<file path="src/logic/arp_pkg.sv">
`default_nettype none

package arp_pkg;

	//////////////////////////////////////////////////
	// Widths with a meaning

	typedef logic [47:0] mac_addr_t;
	typedef logic [31:0] ipv4_addr_t;
	// First byte on the wire sits in bits 31..24
	typedef logic [31:0] word_t;
	// Valid bytes in one word, 1 to 4
	typedef logic [2:0]  byte_count_t;

	//////////////////////////////////////////////////
	// Protocol constants

	localparam logic [15:0] ETHERTYPE_ARP    = 16'h0806;
	localparam logic [15:0] ETHERTYPE_IPV4   = 16'h0800;
	localparam logic [15:0] ARP_HW_ETHERNET  = 16'h0001;
	// HLEN 6 in the high byte and PLEN 4 in the low byte
	localparam logic [15:0] ARP_ADDR_LENGTHS = 16'h0604;
	localparam logic [15:0] ARP_OP_REQUEST   = 16'h0001;
	localparam logic [15:0] ARP_OP_REPLY     = 16'h0002;
	// 28-byte ARP body in 32-bit words
	localparam int REPLY_PAYLOAD_WORDS = 7;

	//////////////////////////////////////////////////
	// Bus structs

	// Receive stream from the MAC and payload stream after the decoder
	typedef struct packed {
		logic        start;
		logic        data_valid;
		byte_count_t bytes_valid;
		word_t       data;
		logic        commit;
		logic        drop;
	} eth_bus_t;

	// Layer 2 verdict, one pulse per frame
	typedef struct packed {
		logic headers_valid;
		logic ethertype_is_arp;
	} l2_status_t;

	// Reply payload from responder to framer
	typedef struct packed {
		logic      start;
		logic      data_valid;
		word_t     data;
		mac_addr_t dst_mac;
		logic      commit;
		logic      drop;
	} reply_stream_t;

	// Outgoing frame words
	typedef struct packed {
		logic  start;
		logic  data_valid;
		word_t data;
		logic  last;
	} tx_frame_t;

endpackage

`default_nettype wire

</file>
<file path="src/logic/eth_rx_header_decoder.sv">
`timescale 1ns/1ps
`default_nettype none

module eth_rx_header_decoder (
	input  wire                 clk,
	input  wire                 arst_n,
	input  wire arp_pkg::mac_addr_t our_mac,
	input  wire arp_pkg::eth_bus_t  rx,
	output arp_pkg::eth_bus_t   payload,
	output arp_pkg::l2_status_t status
);

	// Counter stops here, everything after is payload
	localparam logic [2:0] WORD_PAYLOAD = 3'd4;

	logic [2:0] word_cnt;

	// Upper destination MAC from word 0
	logic [15:0] dst_mac_hi;
	// Full destination MAC as word 1 arrives
	arp_pkg::mac_addr_t dst_mac_full;
	logic dst_match;

	// Word 3 carries the ethertype in its low half
	logic at_ethertype;

	// Tracks the verdict already given for this frame
	logic headers_seen;

	assign dst_mac_full = {dst_mac_hi, rx.data};
	assign at_ethertype = rx.data_valid && (word_cnt == 3'd3);

	//////////////////////////////////////////////////
	// Header field capture

	always_ff @(posedge clk) begin
		// Word 0 has the 2 pad bytes up front
		if (rx.data_valid && (word_cnt == 3'd0))
			dst_mac_hi <= rx.data[15:0];
	end

	always_ff @(posedge clk or negedge arst_n) begin
		if (!arst_n) begin
			word_cnt  <= '0;
			dst_match <= 1'b0;
			payload   <= '0;
			status    <= '0;
		end else begin
			// Every field goes out one cycle later
			payload.start       <= rx.start;
			payload.commit      <= rx.commit;
			payload.drop        <= rx.drop;
			payload.bytes_valid <= rx.bytes_valid;
			payload.data        <= rx.data;

			// Only payload words are marked valid downstream
			payload.data_valid <= rx.data_valid && (word_cnt == WORD_PAYLOAD);

			// Destination mismatch folds into the ARP flag
			status.headers_valid    <= at_ethertype;
			status.ethertype_is_arp <= at_ethertype && dst_match &&
				(rx.data[15:0] == arp_pkg::ETHERTYPE_ARP);

			// Word position within the padded frame
			if (rx.start)
				word_cnt <= '0;
			else if (rx.data_valid && (word_cnt != WORD_PAYLOAD))
				word_cnt <= word_cnt + 3'd1;

			// Ours or broadcast
			if (rx.start)
				dst_match <= 1'b0;
			else if (rx.data_valid && (word_cnt == 3'd1))
				dst_match <= (dst_mac_full == our_mac) || (dst_mac_full == '1);
		end
	end

	//////////////////////////////////////////////////
	// Checks

	always_ff @(posedge clk or negedge arst_n) begin
		if (!arst_n)
			headers_seen <= 1'b0;
		else if (payload.start)
			headers_seen <= 1'b0;
		else if (status.headers_valid)
			headers_seen <= 1'b1;
	end

	// One verdict per frame, between two forwarded starts
	assert property (@(posedge clk) disable iff (!arst_n)
		status.headers_valid |-> !headers_seen);

endmodule

`default_nettype wire

</file>
<file path="src/logic/arp_responder.sv">
`timescale 1ns/1ps
`default_nettype none

module arp_responder (
	input  wire                   clk,
	input  wire                   arst_n,
	input  wire arp_pkg::mac_addr_t  our_mac,
	input  wire arp_pkg::ipv4_addr_t our_ip,
	input  wire arp_pkg::eth_bus_t   payload,
	input  wire arp_pkg::l2_status_t status,
	output arp_pkg::reply_stream_t reply
);

	typedef enum logic [3:0] {
		ST_IDLE,
		ST_HEADER,
		ST_BODY_0,
		ST_BODY_1,
		ST_BODY_2,
		ST_BODY_3,
		ST_BODY_4,
		ST_BODY_5,
		ST_BODY_6,
		ST_COMMIT
	} state_t;

	state_t state;

	// Fields picked out of the request
	arp_pkg::mac_addr_t  sender_mac;
	arp_pkg::ipv4_addr_t sender_ip;
	arp_pkg::ipv4_addr_t target_ip;

	logic in_body;
	logic in_frame;
	logic short_word;
	// Cut the reply off and return to idle
	logic abort;

	assign in_body    = (state >= ST_BODY_0) && (state <= ST_BODY_6);
	assign in_frame   = (state != ST_IDLE) && (state != ST_COMMIT);
	assign short_word = payload.data_valid && (payload.bytes_valid != 3'd4);
	// Frame ended early or a body word came in short
	assign abort = (in_frame && payload.commit) || (in_body && short_word);

	//////////////////////////////////////////////////
	// Request field capture

	always_ff @(posedge clk) begin
		if (payload.data_valid) begin
			case (state)
				ST_BODY_2: sender_mac[47:16] <= payload.data;
				ST_BODY_3: begin
					sender_mac[15:0] <= payload.data[31:16];
					sender_ip[31:16] <= payload.data[15:0];
				end
				// Target MAC in the rest of words 4 and 5 is not needed
				ST_BODY_4: sender_ip[15:0] <= payload.data[31:16];
				ST_BODY_6: target_ip <= payload.data;
				default: ;
			endcase
		end
	end

	//////////////////////////////////////////////////
	// Request parsing and reply build

	always_ff @(posedge clk or negedge arst_n) begin
		if (!arst_n) begin
			state <= ST_IDLE;
			reply <= '0;
		end else begin
			// Start goes straight through
			reply.start      <= payload.start;
			reply.data_valid <= 1'b0;
			reply.commit     <= 1'b0;
			reply.drop       <= 1'b0;

			if (payload.drop) begin
				// Input gave up on the frame
				reply.drop <= 1'b1;
				state      <= ST_IDLE;
			end else if (payload.start) begin
				state <= ST_HEADER;
			end else if (abort) begin
				reply.drop <= 1'b1;
				state      <= ST_IDLE;
			end else begin
				case (state)
					// Wait for the L2 verdict
					ST_HEADER: begin
						if (status.headers_valid) begin
							if (status.ethertype_is_arp) begin
								state <= ST_BODY_0;
							end else begin
								reply.drop <= 1'b1;
								state      <= ST_IDLE;
							end
						end
					end

					// HTYPE and PTYPE
					ST_BODY_0: begin
						if (payload.data_valid) begin
							if (payload.data ==
								{arp_pkg::ARP_HW_ETHERNET, arp_pkg::ETHERTYPE_IPV4}) begin
								reply.data_valid <= 1'b1;
								reply.data <=
									{arp_pkg::ARP_HW_ETHERNET, arp_pkg::ETHERTYPE_IPV4};
								state <= ST_BODY_1;
							end else begin
								reply.drop <= 1'b1;
								state      <= ST_IDLE;
							end
						end
					end

					// HLEN, PLEN and operation
					ST_BODY_1: begin
						if (payload.data_valid) begin
							if ((payload.data[31:16] == arp_pkg::ARP_ADDR_LENGTHS) &&
								(payload.data[15:0] == arp_pkg::ARP_OP_REQUEST)) begin
								reply.data_valid <= 1'b1;
								reply.data <= {arp_pkg::ARP_ADDR_LENGTHS, arp_pkg::ARP_OP_REPLY};
								state      <= ST_BODY_2;
							end else begin
								// Replies and unknown ops get no answer
								reply.drop <= 1'b1;
								state      <= ST_IDLE;
							end
						end
					end

					// Our MAC goes out as the sender
					ST_BODY_2: begin
						if (payload.data_valid) begin
							reply.data_valid <= 1'b1;
							reply.data       <= our_mac[47:16];
							state            <= ST_BODY_3;
						end
					end

					ST_BODY_3: begin
						if (payload.data_valid) begin
							reply.data_valid <= 1'b1;
							reply.data       <= {our_mac[15:0], our_ip[31:16]};
							state            <= ST_BODY_4;
						end
					end

					// Sender MAC is complete from here on
					ST_BODY_4: begin
						if (payload.data_valid) begin
							reply.data_valid <= 1'b1;
							reply.data       <= {our_ip[15:0], sender_mac[47:32]};
							reply.dst_mac    <= sender_mac;
							state            <= ST_BODY_5;
						end
					end

					ST_BODY_5: begin
						if (payload.data_valid) begin
							reply.data_valid <= 1'b1;
							reply.data       <= sender_mac[31:0];
							state            <= ST_BODY_6;
						end
					end

					// Target IP arrives with this word
					ST_BODY_6: begin
						if (payload.data_valid) begin
							reply.data_valid <= 1'b1;
							reply.data       <= sender_ip;
							state            <= ST_COMMIT;
						end
					end

					// Skip trailing padding until the frame ends
					ST_COMMIT: begin
						if (payload.commit) begin
							if (target_ip == our_ip)
								reply.commit <= 1'b1;
							else
								reply.drop <= 1'b1;
							state <= ST_IDLE;
						end
					end

					default: ;
				endcase
			end
		end
	end

	// A reply ends one way only
	assert property (@(posedge clk) disable iff (!arst_n)
		!(reply.commit && reply.drop));

endmodule

`default_nettype wire

</file>
<file path="src/logic/arp_reply_framer.sv">
`timescale 1ns/1ps
`default_nettype none

module arp_reply_framer (
	input  wire                      clk,
	input  wire                      arst_n,
	input  wire arp_pkg::mac_addr_t     our_mac,
	input  wire arp_pkg::reply_stream_t reply,
	output arp_pkg::tx_frame_t       tx
);

	// Destination, source and ethertype in 4 words
	localparam logic [3:0] HDR_WORDS = 4'd4;
	localparam logic [3:0] LAST_IDX  =
		HDR_WORDS + 4'(arp_pkg::REPLY_PAYLOAD_WORDS) - 4'd1;
	localparam logic [2:0] FULL_CNT  = 3'(arp_pkg::REPLY_PAYLOAD_WORDS);

	// One reply payload
	arp_pkg::word_t payload_mem [arp_pkg::REPLY_PAYLOAD_WORDS];
	logic [2:0] wr_cnt;
	arp_pkg::mac_addr_t dst_mac;

	logic       sending;
	logic [3:0] out_idx;
	logic [2:0] rd_idx;
	// Commit with a full buffer starts a frame
	logic       launch;
	logic       emit;
	arp_pkg::word_t frame_word;

	assign launch = reply.commit && (wr_cnt == FULL_CNT) && !sending;
	assign emit   = launch || sending;
	assign rd_idx = 3'(out_idx - HDR_WORDS);

	//////////////////////////////////////////////////
	// Outgoing word select

	always_comb begin
		case (out_idx)
			// 2 pad bytes keep the body word aligned
			4'd0:    frame_word = {16'h0000, dst_mac[47:32]};
			4'd1:    frame_word = dst_mac[31:0];
			4'd2:    frame_word = our_mac[47:16];
			4'd3:    frame_word = {our_mac[15:0], arp_pkg::ETHERTYPE_ARP};
			default: frame_word = payload_mem[rd_idx];
		endcase
	end

	//////////////////////////////////////////////////
	// Payload buffer

	always_ff @(posedge clk) begin
		if (reply.data_valid && (wr_cnt != FULL_CNT)) begin
			payload_mem[wr_cnt] <= reply.data;
			// Fifth word brings the destination MAC
			if (wr_cnt == 3'd4)
				dst_mac <= reply.dst_mac;
		end
	end

	always_ff @(posedge clk or negedge arst_n) begin
		if (!arst_n) begin
			wr_cnt  <= '0;
			sending <= 1'b0;
			out_idx <= '0;
			tx      <= '0;
		end else begin
			// Empty the buffer at the end of each reply
			if (reply.start || reply.drop || reply.commit)
				wr_cnt <= '0;
			else if (reply.data_valid && (wr_cnt != FULL_CNT))
				wr_cnt <= wr_cnt + 3'd1;

			// 11 words back to back
			tx.start      <= launch;
			tx.data_valid <= emit;
			tx.last       <= emit && (out_idx == LAST_IDX);
			if (emit)
				tx.data <= frame_word;

			if (emit) begin
				if (out_idx == LAST_IDX) begin
					out_idx <= '0;
					sending <= 1'b0;
				end else begin
					out_idx <= out_idx + 4'd1;
					sending <= 1'b1;
				end
			end
		end
	end

	// The next reply may only fill slots already sent, and never commits mid frame
	assert property (@(posedge clk) disable iff (!arst_n)
		sending |-> !reply.commit &&
			(!reply.data_valid || (({1'b0, wr_cnt} + HDR_WORDS) < out_idx)));

endmodule

`default_nettype wire

</file>
<file path="src/logic/arp_offload_top.sv">
`timescale 1ns/1ps
`default_nettype none

module arp_offload_top (
	input  wire                   clk,
	input  wire                   arst_n,
	input  wire arp_pkg::mac_addr_t  our_mac,
	input  wire arp_pkg::ipv4_addr_t our_ip,
	input  wire arp_pkg::eth_bus_t   rx,
	output arp_pkg::tx_frame_t    tx
);

	//////////////////////////////////////////////////
	// Stage links

	// Payload words and frame strobes after the L2 header
	arp_pkg::eth_bus_t      payload;
	arp_pkg::l2_status_t    status;
	// Reply body headed for the framer
	arp_pkg::reply_stream_t reply;

	eth_rx_header_decoder u_decoder (
		.clk     (clk),
		.arst_n  (arst_n),
		.our_mac (our_mac),
		.rx      (rx),
		.payload (payload),
		.status  (status)
	);

	arp_responder u_responder (
		.clk     (clk),
		.arst_n  (arst_n),
		.our_mac (our_mac),
		.our_ip  (our_ip),
		.payload (payload),
		.status  (status),
		.reply   (reply)
	);

	// Holds the reply until commit
	arp_reply_framer u_framer (
		.clk     (clk),
		.arst_n  (arst_n),
		.our_mac (our_mac),
		.reply   (reply),
		.tx      (tx)
	);

endmodule

`default_nettype wire

</file>
<file path="config.mk">
export PLATFORM = sky130hd
export DESIGN_NAME = arp_offload_top
export DESIGN_NICKNAME = d
export VERILOG_FILES = /design/src/logic/arp_pkg.sv /design/src/logic/eth_rx_header_decoder.sv /design/src/logic/arp_responder.sv /design/src/logic/arp_reply_framer.sv /design/src/logic/arp_offload_top.sv
export SDC_FILE = /design/constraint.sdc
export NUM_CORES = 1
export LEC_CHECK = 0
export BUFFER_PORTS_ARGS = -buffer_cell sky130_fd_sc_hd__buf_2
export CORE_AREA = 2 2 231 187
export CTS_BUF_LIST = sky130_fd_sc_hd__clkbuf_4 sky130_fd_sc_hd__clkbuf_8
export CTS_CLUSTER_SIZE = 12
export DETAILED_ROUTE_END_ITERATION = 16
export DIE_AREA = 0 0 233 189
export PLACE_DENSITY_LB_ADDON = 0.12
export SYNTH_ARGS = -nofsm -noshare
export SYNTH_HDL_FRONTEND = slang
export SYNTH_SLANG_ARGS = --single-unit
</file>
<file path="constraint.sdc">
create_clock -name clk -period 4 [get_ports clk]
set_clock_uncertainty 0.1 [all_clocks]
set_input_delay 1 -clock clk [delete_from_list [all_inputs] [get_ports clk]]
set_output_delay 1 -clock clk [all_outputs]
set_load 0.02 [all_outputs]
</file>
; ---- Word-level counts from Yosys, hierarchy flattened
; Memories as Yosys holds them, arrays and structs flattened.
; Cells that the tools add are included.
[classes]
n_addsub = 4
n_mul = 0
n_div = 0
order_cmp = 2
eq_ne = 47
n_shift = 0
n_mux = 54
bitwise_logic = 3
n_reduce_logical = 39
[op_table]
columns = operator, count
row1 = $mux W33, 8
row2 = $pmux W33 S7, 1
row3 = $mux W82, 2
row4 = $pmux W32 S4, 1
row5 = $mux W83, 1
row6 = $mux W81, 1
row7 = $mux W4, 13
row8 = $eq A48 B48 Y1, 1
row9 = $eq A48 B48 Y1 const B, 1
row10 = $mux W48, 1
row11 = $ne A5 B4 Y1 const B, 9
row12 = $pmux W4 S9, 1
row13 = $eq A32 B17 Y1 const B, 1
row14 = $eq A32 B32 Y1, 1
row15 = $logic_and A1 B1 Y1, 17
row16 = $eq A16 B1 Y1 const B, 1
row17 = $eq A16 B11 Y1 const B, 1
row18 = $eq A16 B12 Y1 const B, 1
row19 = $eq A4 B2 Y1 const B, 4
row20 = $eq A4 B3 Y1 const B, 4
row21 = $mux W1, 16
row22 = $mux W3, 5
row23 = $ne A2 B2 Y1 const B, 7
row24 = $reduce_and A13 Y1, 1
row25 = 27 further kinds, 50
[totals]
reg_bits = 352
latchBits = 0
ram_bits = 224
mem_bits_ro = 0
input_bits = 121
output_inout_bits = 35
memories = 1
[mem_list]
columns = name, depth, width, rd, rd_ports_with_merged_regs, write_ports, line
row1 = u_framer.payload_mem, 7, 32, 1, 0, 1, arp_reply_framer.sv:19  ; arp_pkg::word_t payload_mem [arp_pkg::REPLY_PAYLOAD_WORDS];

; ---- Longest topological paths before layout
; Gate-level depths: netlist (run 1).
[depth]
ltp_word = 8
depth_mapped = 8

; ---- Cells and area by module
; Synthesis (run 1) repeated with hierarchy kept, for this count alone.
[unflattened]
cells_unflattened = 1472
hier_area_um2 = 23543.8
[modules_own_cells]
columns = mod, n_inst, cells_each, area_per_inst_um2
row1 = arp_reply_framer, 1, 718, 12634.6
row2 = arp_responder, 1, 582, 8460.6
row3 = eth_rx_header_decoder, 1, 172, 2448.6

; ---- Worst setup path before layout (run 1)
; OpenSTA, ideal clock, no wires.
[synth_path]
path_kind = flip-flop to flip-flop
from = register u_framer.wr_cnt[0]
to = memory u_framer.payload_mem[3][0] (netlist name) (enable)
setup_ns = 0.461
t_arrival_ns = 3.514
required_time_ns = 3.439
slack_ns = -0.075
path_stages_with_launch = 7
path_buffers = 1
cell_sequence = dfrtp_1 -> ha_1 -> ha_1 -> nor2b_1 -> clkbuf_1 -> nand2b_1 -> nor3_1
[synth_via]
elab_chain_len = 4
[synth_rtl]
columns = element, line
row1 = start: declaration, arp_reply_framer.sv:20  ; logic [2:0] wr_cnt;
row2 = start signal: assignment, arp_reply_framer.sv:72  ; wr_cnt <= wr_cnt + 3'd1;
row3 = $ne A3 B3 Y1, arp_reply_framer.sv:53  ; if (reply.data_valid && (wr_cnt != FULL_CNT)) begin
row4 = $logic_and A1 B1 Y1, arp_reply_framer.sv:53
row5 = $mux W1, arp_reply_framer.sv:53
row6 = $mux W1 (not written as such), arp_reply_framer.sv:54  ; payload_mem[wr_cnt] <= reply.data;
row7 = end: declaration, arp_reply_framer.sv:19
; Parallel ways exist; a longest one is shown, timed or not.

; ---- Worst setup path in the final report (run 1)
[layout_path]
from = register u_framer.wr_cnt[0]
to = memory u_framer.payload_mem[5][15] (netlist name) (enable)
; Same word-level chain as after synthesis.

==> reports/results.md, run 1 <==
| Item | Value | Unit |
|:---|:---|:---|
| DRC violation count after routing | 0 | - |
| Layout net count | 1809 | - |
| Length in cells of the worst reg-to-reg path | 5 | - |
| Post-route clock period utilization | 73.9 | % |
| Die boundary width | 233 | um |
| Minimum clock period after layout | 2.96 | ns |
| CTS clock-pin slew for the worst setup and hold paths | 0.06 | ns |
| Power per standard cell area | 446 | nW/um2 |
| Area of the multi-input gates | 6780 | um2 |
| Final hold viol count | 0 | - |
| Critical R2R Capture | u_framer.payload_mem[5][15] | - |
| Number of search-and-repair iterations in the first detailed-routing pass | 7 | - |
| CP Data Required Time | 4.18 | ns |
| FMAX | 338 | MHz |
| Number of library cell types mapped by synthesis | 72 | - |
| Count of state elements after synthesis | 576 | - |
| CTS root buffer | clkbuf_8 | - |
| Antenna violations before repair | 2 | - |
| FF-to-FF setup slack | 1.04 | ns |
| Hold WS | 0.276 | ns |
| Antenna cell count | 0 | - |
| Static power due to leakage | 0.00930 | uW |
| Number of levels the H-tree was split into | 3 | - |
| Port-buffer cells | 155 | - |
| Reported max-cap violation count | 0 | - |
| Unrepaired setup endpoints after global routing | no | - |
| Area added between synthesis and finish | 14.4 | % |
| Share of the yosys chip area belonging to registers | 69.6 | % |
| Summed negative setup slack over all endpoints | 0 | ns |
| Number of synthesized flops with an enable pin | 400 | - |
| CP peak stage delay | 0.84 | ns |
| Layout fillers | 2992 | - |
| Routed wirelength normalized by instance count | 26.8 | um |
| Sequential fraction of design power | 53.5 | % |
| Transition time at the pin with the least slew margin | 1.11 | ns |
| Clock tree from TritonCTS | built | - |
| Cell repeated most along the worst path | ha_1 | - |
| Category of the worst setup path capture point | flip-flop | - |
| Number of endpoints failing setup at the final stage | 0 | - |
| Detailed placer's ending HPWL | 42.7 | mm |
| DIE AREA | 44000 | um2 |
| Ys Warns | 0 | - |
| Die Y | 189 | um |
| Peak supply drop | 270 | uV |
| Part of the total power dissipated in combinational logic | 3.1 | % |
| Total count of max-transition violations in the final report | 0 | - |
| Clock group share of total power | 43.4 | % |
| Global-route wire length before repair | 90.9 | mm |
| Netlist area before placement | 23600 | um2 |
| Area taken by flip-flops and latches | 16400 | um2 |
| Final instance area | 27000 | um2 |
| Commonest cells after routing, fill and taps aside | edfxtp_1, dfrtp_1, buf_2 | - |
| Starting Density | 56.6 | % |
| Via count of the first global-routing pass | 13800 | - |
| Number of post-CTS setup repair buffers | 0 | - |
| Arrival time of the worst setup path | 3.13 | ns |
| Worst flop-to-flop path startpoint | u_framer.wr_cnt[0] | - |
| FFs w/ async S/R, synth | 30.6 | % |
| Crit path launch type | flip-flop | - |
| Most common cell after layout, fill and taps aside | edfxtp_1 | - |
| Number of top-level pins | 156 | - |
| Largest delay contributor family on the critical path | simple AND/OR/NAND/NOR gates | - |
| Most used flip-flop cell after synthesis | edfxtp_1 | - |
| Number of buffers on the longest clock path | 3 | - |
| RePlAce Congestion | 0.931 | - |
| Final antenna-violating net count | 0 | - |
| Wirelength, routed | 61.8 | mm |
| Cell type of the slowest stage on the worst timing path | nor2_4 | - |
| Starting DRT DRC Count | 1359 | - |
| Via-per-instance ratio | 6.12 | - |
| Share of layout cells above drive strength 1 | 27.0 | % |
| Count of buffer and inverter cells on the critical path | 0 | - |
| Net switching share of the total power | 21.0 | % |
| Total placed instance area | 25100 | um2 |
| Global-route usage over all layers | 28.8 | % |
| Instance count of the mapped netlist | 1484 | - |
| Number of resized instances in the post-cts repair step | 0 | - |
| Average cell area after synthesis | 15.9 | um2 |
| Total congestion overflow | 0 | - |
| Peak fanout along the critical path | 32 | - |
| Headroom to the max-slew limit | 26.2 | % |
| Insertion delay of the later-clocked pin in the worst-skew pair | 0.66 | ns |
| Number of vias in the routed layout | 14100 | - |
| P_sw | 2530 | uW |
| Post-Syn Nets | 1612 | - |
| Std-Cell Rows | 67 | - |
| Internal power | 9500 | uW |
| Critical path, cell by cell | ha_1, ha_1, nor2b_1, nand2_1, nor2_4 | - |
| Largest net degree at the start of global routing | 85 | - |
| Placeable core region | 41700 | um2 |
| Hold crit path type | in -> async | - |
| Number of buffers added by the clock tree synthesis step | 87 | - |
| Count of hold buffers inserted by post-cts repair | 0 | - |
| CTS sink cnt | 576 | - |
| Status | completed | - |
| Category of the most critical setup path | reg -> reg | - |
-- cells in the mapped netlist, types with 3 or more instances --
library cell / count / area [um2]
o2bb2ai_1: 21 / 184
buf_2: 24 / 120
nor2b_1: 4 / 25.0
buf_1: 8 / 30.0
nand2b_1: 7 / 43.8
nor2_1: 29 / 109
clkbuf_1: 39 / 146
nor3_1: 15 / 75.1
nor4_1: 17 / 106
inv_1: 15 / 56.3
ha_1: 7 / 87.6
a221oi_1: 13 / 114
o32ai_1: 3 / 26.3
xnor2_1: 85 / 744
mux2_1: 26 / 293
mux2_4: 20 / 300
mux2_2: 45 / 507
o211a_1: 13 / 130
dfrtp_1: 176 / 4400
a22oi_1: 27 / 203
edfxtp_1: 400 / 12000
mux4_2: 32 / 721
nand3_1: 8 / 40.0
mux2i_1: 90 / 901
nand2_1: 102 / 383
nand4_1: 35 / 219
buf_4: 4 / 30.0
buf_6: 7 / 78.8
o22ai_1: 3 / 18.8
o211ai_1: 68 / 510
o21a_1: 20 / 150
a21oi_1: 23 / 115
and3_1: 8 / 50.1
o21ai_0: 39 / 195
a31oi_1: 3 / 18.8
-- state kept, by name, summed over array words and instances, names as in the netlist, 3 cells and up --
signal and count:
u_framer.tx 35, u_framer.out_idx 4, u_responder.state 4, u_decoder.word_cnt 3, u_decoder.dst_mac_hi 16, u_responder.sender_ip 32
u_framer.wr_cnt 3, u_responder.sender_mac 48, u_responder.reply 84, u_framer.payload_mem 224, u_decoder.payload 39, u_framer.dst_mac 48
u_responder.target_ip 32
-- routing by layer --
metal  wire [um]  vias up  global-route usage, %
li1            -     6172                      -
met1       28000     7181                   44.3
met2       26300      665                   39.9
met3        5660      112                   7.80
met4        1790        0                   9.48
met5           0        -                      0
-- cell families after synthesis --
| kind of cell | after synthesis | share of synthesized area [%] |
|---|---|---|
| AOI/OAI and AO/OA | 258 | 8.03 |
| muxes | 213 | 11.5 |
| and+or+nand+nor | 247 | 5.33 |
| DFF | 576 | 69.6 |
| adders and majority gates | 7 | 0.371 |
| xor gates and xnor gates | 85 | 3.16 |
| buffers and inverters | 98 | 1.97 |
-- worst max path at each step --
stage / depth (start not counted) / slack [ns] / end / startpoint
2_1_floorplan: 6 / -0.08 / u_framer.payload_mem[3][0] / u_framer.wr_cnt[0]
3_3_place_gp: 6 / 0.85 / u_responder.reply[0] / our_ip[15]
3_5_place_dp: 6 / 0.81 / u_responder.reply[0] / our_ip[15]
4_1_cts: 5 / 1.05 / u_framer.payload_mem[5][1] / u_framer.wr_cnt[0]
5_1_grt: 5 / 0.87 / u_framer.payload_mem[5][9] / u_framer.wr_cnt[0]
6_report: 5 / 1.04 / u_framer.payload_mem[5][15] / u_framer.wr_cnt[0]
-- worst register-to-register path: cells and delay by family, from the launching register on --
kind                     cells  cell delay [ns]
flip-flops                   1             0.46
AND/OR/NAND/NOR              3             1.54
adder cells (fa/ha/maj)      2             0.45
-- metrics by stage --
step / utilization [%] / setup slack (ns) / instances / power (uW)
after floorplan: - / -0.0751 / 1484 / 6660
after global placement: 60.1 / 0.855 / 2144 / 6920
after detailed placement: 60.1 / 0.812 / 2144 / 6920
after CTS: 64.8 / 1.05 / 2307 / 12100
after global routing: 64.8 / 0.870 / 2307 / 12400
final: 64.8 / 1.04 / 2307 / 12000
-- power by group through the flow --
stage               logic (uW)  registers, uW  clock network, uW
floorplan                  126           6530                  0
CTS                        372           6430               5320
global route               395           6430               5580
global placement           369           6550                  0
detailed placement         370           6550                  0
finish                     373           6430               5220
-- area by class of cell --
| class | instances | area share [%] |
|---|---|---|
| Clock inverter | 21 | 0.770 |
| Sequential cell | 576 | 60.9 |
| Tap cell | 552 | 2.56 |
| Clock buffer | 142 | 6.38 |
| Inverter | 16 | 0.223 |
| Multi-Input combinational cell | 810 | 25.1 |
| Timing Repair Buffer | 190 | 4.07 |
(Power assumes the default switching activity.)
==> run 2: changes to the inputs <==
--- a/config.mk
+++ b/config.mk
@@ -5,12 +5,13 @@
 export SDC_FILE = /design/constraint.sdc
 export NUM_CORES = 1
 export LEC_CHECK = 0
+export ABC_AREA = 1
 export BUFFER_PORTS_ARGS = -buffer_cell sky130_fd_sc_hd__buf_2
-export CORE_AREA = 2 2 231 187
+export CORE_AREA = 2 2 218 177
 export CTS_BUF_LIST = sky130_fd_sc_hd__clkbuf_4 sky130_fd_sc_hd__clkbuf_8
 export CTS_CLUSTER_SIZE = 12
 export DETAILED_ROUTE_END_ITERATION = 16
-export DIE_AREA = 0 0 233 189
+export DIE_AREA = 0 0 220 179
 export PLACE_DENSITY_LB_ADDON = 0.12
 export SYNTH_ARGS = -nofsm -noshare
 export SYNTH_HDL_FRONTEND = slang
==> constraint.sdc (replaced) <==
create_clock -name clk -period 2.75 [get_ports clk]
set_clock_uncertainty 0.1 [all_clocks]
set_input_delay 0.6875 -clock clk [delete_from_list [all_inputs] [get_ports clk]]
set_output_delay 0.6875 -clock clk [all_outputs]
set_load 0.02 [all_outputs]
==> run 2 against run 1 <==
Hold slack got worse by 0.22 ns; clock power up 33%; first-iteration DRC count grew 54%; cell area fell by 0.71%; flip-flop and latch count did not move; sequential share of layout area up 0.39 points; setup slack got worse by 0.70 ns; critical path depth up 7; via count increased by 16%; clock-buffer cell count down 13; wire length down 2.4%.
==> reports/results.md, run 2 <==
| Item | Value | Unit | Delta |
|:---|:---|:---|:---|
| Final instance area | 26800 | um2 | -0.71% |
| Via-per-instance ratio | 5.86 | - | -4.3% |
| Total placed instance area | 25000 | um2 | about the same |
| Arrival time of the worst setup path | 2.90 | ns | -0.23 ns |
| Number of library cell types mapped by synthesis | 45 | - | -38% |
| Share of the yosys chip area belonging to registers | 70.5 | % | +0.91 points |
| Layout net count | 2363 | - | +31% |
| Cell repeated most along the worst path | nand2_1 | - |  |
| Post-Syn Nets | 2133 | - | +32% |
| Crit path launch type | flip-flop | - |  |
| Reg with most FFs | u_framer.payload_mem | - |  |
| Area share of the leading cell type in the synthesized netlist | 51.6 | % | +0.67 points |
| Most used flip-flop cell after synthesis | edfxtp_1 | - |  |
| Total count of max-transition violations in the final report | 0 | - | unchanged |
| Status | completed | - |  |
| Number of buffers added by the clock tree synthesis step | 86 | - | -1.1% |
| Power per standard cell area | 669 | nW/um2 | +50% |
| Reported max-cap violation count | 0 | - | unchanged |
| Cell types with the largest area share after synthesis | edfxtp_1, dfrtp_1, nand2_1, nand3_1, a22oi_1 | - |  |
| Transition time at the pin with the least slew margin | 0.732 | ns | -0.375 ns |
| CP Data Required Time | 3.24 | ns | -0.94 ns |
| Starting DRT DRC Count | 2089 | - | +54% |
| RePlAce Congestion | 0.968 | - | +3.9% |
| FFs w/ async S/R, synth | 30.6 | % | unchanged |
| P_sw | 4130 | uW | +63% |
| Commonest cells after routing, fill and taps aside | nand2_1, edfxtp_1, dfrtp_1 | - |  |
| Total congestion overflow | 0 | - | unchanged |
| Detailed placer's ending HPWL | 41.4 | mm | -3.2% |
| Hold WS | 0.0547 | ns | -0.221 ns |
| Cell taking the most area after synthesis | edfxtp_1 | - |  |
| Number of top-level pins | 156 | - | unchanged |
| CTS clock-pin slew for the worst setup and hold paths | 0.06 | ns | about the same |
| Count of state elements after synthesis | 576 | - | unchanged |
| Unrepaired setup endpoints after global routing | no | - |  |
| Number of buffers on the longest clock path | 3 | - | unchanged |
| Placeable core region | 37500 | um2 | -10% |
| Most common cell after layout, fill and taps aside | nand2_1 | - |  |
| Number of endpoints failing setup at the final stage | 0 | - | unchanged |
| Post-route clock period utilization | 87.6 | % | +14 points |
| Category of the worst setup path capture point | flip-flop | - |  |
| Top cell types by occurrence after synthesis | nand2_1, edfxtp_1, dfrtp_1 | - |  |
| Ys Warns | 0 | - | unchanged |
| Count of buffer and inverter cells on the critical path | 2 | - | +2 |
| Largest net degree at the start of global routing | 83 | - | -2.4% |
| Number of post-CTS setup repair buffers | 0 | - | unchanged |
| Routed wirelength normalized by instance count | 21.5 | um | -20% |
| CP peak stage delay | 0.53 | ns | -0.31 ns |
| Port-buffer cells | 155 | - | unchanged |
| FMAX | 415 | MHz | +23% |
| Count of hold buffers inserted by post-cts repair | 1 | - | +1 |
| DIE AREA | 39400 | um2 | -11% |
| CTS sink cnt | 576 | - | unchanged |
| Wirelength, routed | 60.3 | mm | -2.4% |
| Summed negative setup slack over all endpoints | 0 | ns | unchanged |
| Number of synthesized flops with an enable pin | 400 | - | unchanged |
| Static power due to leakage | 0.0105 | uW | +13% |
| Via count of the first global-routing pass | 15400 | - | +11% |
| Netlist area before placement | 23300 | um2 | -1.3% |
| Critical path, cell by cell | nor2_1, nand2_2, nand2_1, nand2_1, nand2_1, inv_2, nand2_2, inv_4, nand3_4, nor2_8, nand2_1, nand2_1 | - |  |
| Largest registers in the final layout | u_framer.payload_mem (224), u_responder.reply (84) | - |  |
| Antenna violations before repair | 0 | - | -2 |
| Headroom to the max-slew limit | 51.2 | % | +25 points |
| Net switching share of the total power | 23.0 | % | +2.0 points |
| Global-route wire length before repair | 90.9 | mm | about the same |
| Average cell area after synthesis | 11.6 | um2 | -27% |
| Area added between synthesis and finish | 15.1 | % |  |
| Final hold viol count | 0 | - | unchanged |
| Number of resized instances in the post-cts repair step | 0 | - | unchanged |
| Global-route usage over all layers | 31.6 | % | +2.8 points |
| Share of layout cells above drive strength 1 | 17.6 | % | -9.4 points |
| Flip-flop count of the largest register after layout | 224 | - | unchanged |
| Library cell with the highest instance count after synthesis | nand2_1 | - |  |
| Total power consumption of the routed design | 17900 | uW | +49% |
| Largest delay contributor family on the critical path | simple AND/OR/NAND/NOR gates | - |  |
| Std-Cell Rows | 64 | - | -4.5% |
| Clock tree from TritonCTS | built | - |  |
| Antenna cell count | 0 | - | unchanged |
| Part of the total power dissipated in combinational logic | 3.8 | % | +0.7 points |
| Hold crit path type | in -> reg | - |  |
| Instance count of the mapped netlist | 2005 | - | +35% |
| Minimum clock period after layout | 2.41 | ns | -0.547 ns |
| Category of the most critical setup path | reg -> reg | - |  |
| Peak supply drop | 433 | uV | +60% |
| Number of search-and-repair iterations in the first detailed-routing pass | 6 | - | -1 |
| Starting Density | 62.1 | % | +5.5 points |
| Post-Route Utilization | 71.5 | % | +6.7 points |
| Internal power | 13800 | uW | +45% |
| Layout fillers | 2634 | - | -12% |
| Sequential fraction of design power | 57.6 | % | +4.1 points |
| DRC violation count after routing | 0 | - | unchanged |
| Number of levels the H-tree was split into | 3 | - | unchanged |
| Number of vias in the routed layout | 16400 | - | +16% |
| Peak fanout along the critical path | 33 | - | +3.1% |
| Clock group share of total power | 38.6 | % | -4.8 points |
| Die boundary width | 220 | um | -5.6% |
| Die Y | 179 | um | -5.3% |
| Insertion delay of the later-clocked pin in the worst-skew pair | 0.66 | ns | about the same |
| Final antenna-violating net count | 0 | - | unchanged |
| CTS root buffer | clkbuf_8 | - |  |
| Cell type of the slowest stage on the worst timing path | dfrtp_1 | - |  |
[run 2: final timing paths]
kind,from,endpoint,slack [ns],cells after the start
min reg2reg,u_responder.reply[20],u_framer.dst_mac[18],0.34,0
max reg2reg,u_responder.state[1],u_responder.reply[72],0.34,12
min,rx[34],u_decoder.payload[34],0.05,1
max,u_responder.state[1],u_responder.reply[72],0.34,12
max in group asynchronous,arst_n,u_framer.tx[5],1.42,3
min in group asynchronous,arst_n,u_decoder.payload[15],0.45,2
[run 2: logic make-up (layout without fill, tap and decap cells)]
family / Yosys count / after routing / share of synthesized area, %
simple gates: 837 / 837 / 14.9
flops: 576 / 576 / 70.5
compound gates: 316 / 316 / 8.29
fa+ha+maj: 7 / 7 / 0.376
xor+xnor: 58 / 58 / 2.18
buf+inv: 211 / 514 / 3.76
[run 2: through the flow]
stage,instances,worst slack (ns)
after floorplan,2005,-0.206
after global routing,2803,0.105
after detailed placement,2641,0.394
after global placement,2641,0.466
after CTS,2803,0.362
final,2803,0.341
[run 2: final cells by class]
| class | instances | area [um2] | share of cell area (%) |
|---|---|---|---|
| clock buffer | 129 | 1580 | 5.90 |
| clock inverter | 32 | 170 | 0.635 |
| inverter | 136 | 513 | 1.91 |
| multi-input combinational | 1218 | 6070 | 22.6 |
| sequential | 576 | 16400 | 61.3 |
| tap | 495 | 619 | 2.31 |
| timing repair buffer | 217 | 1430 | 5.33 |
[run 2: power groups by stage]
stage / registers, uW / logic (uW) / clock network (uW)
floorplan: 10200 / 348 / 0
CTS: 10300 / 672 / 7020
global placement: 10400 / 645 / 0
global route: 10400 / 759 / 7390
detailed placement: 10500 / 666 / 0
finish: 10300 / 675 / 6920
[run 2: routing by layer]
layer	global-route usage [%]	part of all wire [%]	vias up	wire [um]
met1	50.3	43	7974	26200
li1	-	-	7452	-
met5	0	0	-	0
met3	6.97	12	91	7200
met4	7.30	1.7	0	1040
met2	44.7	43	916	25800
[run 2: worst reg2reg max path: stages, from the launching register on]
cell and delay [ns]:
dfrtp_1 0.53, nor2_1 0.15, nand2_2 0.16, nand2_1 0.09, nand2_1 0.08, nand2_1 0.07
inv_2 0.09, nand2_2 0.09, inv_4 0.22, nand3_4 0.13, nor2_8 0.39, nand2_1 0.17
nand2_1 0.08
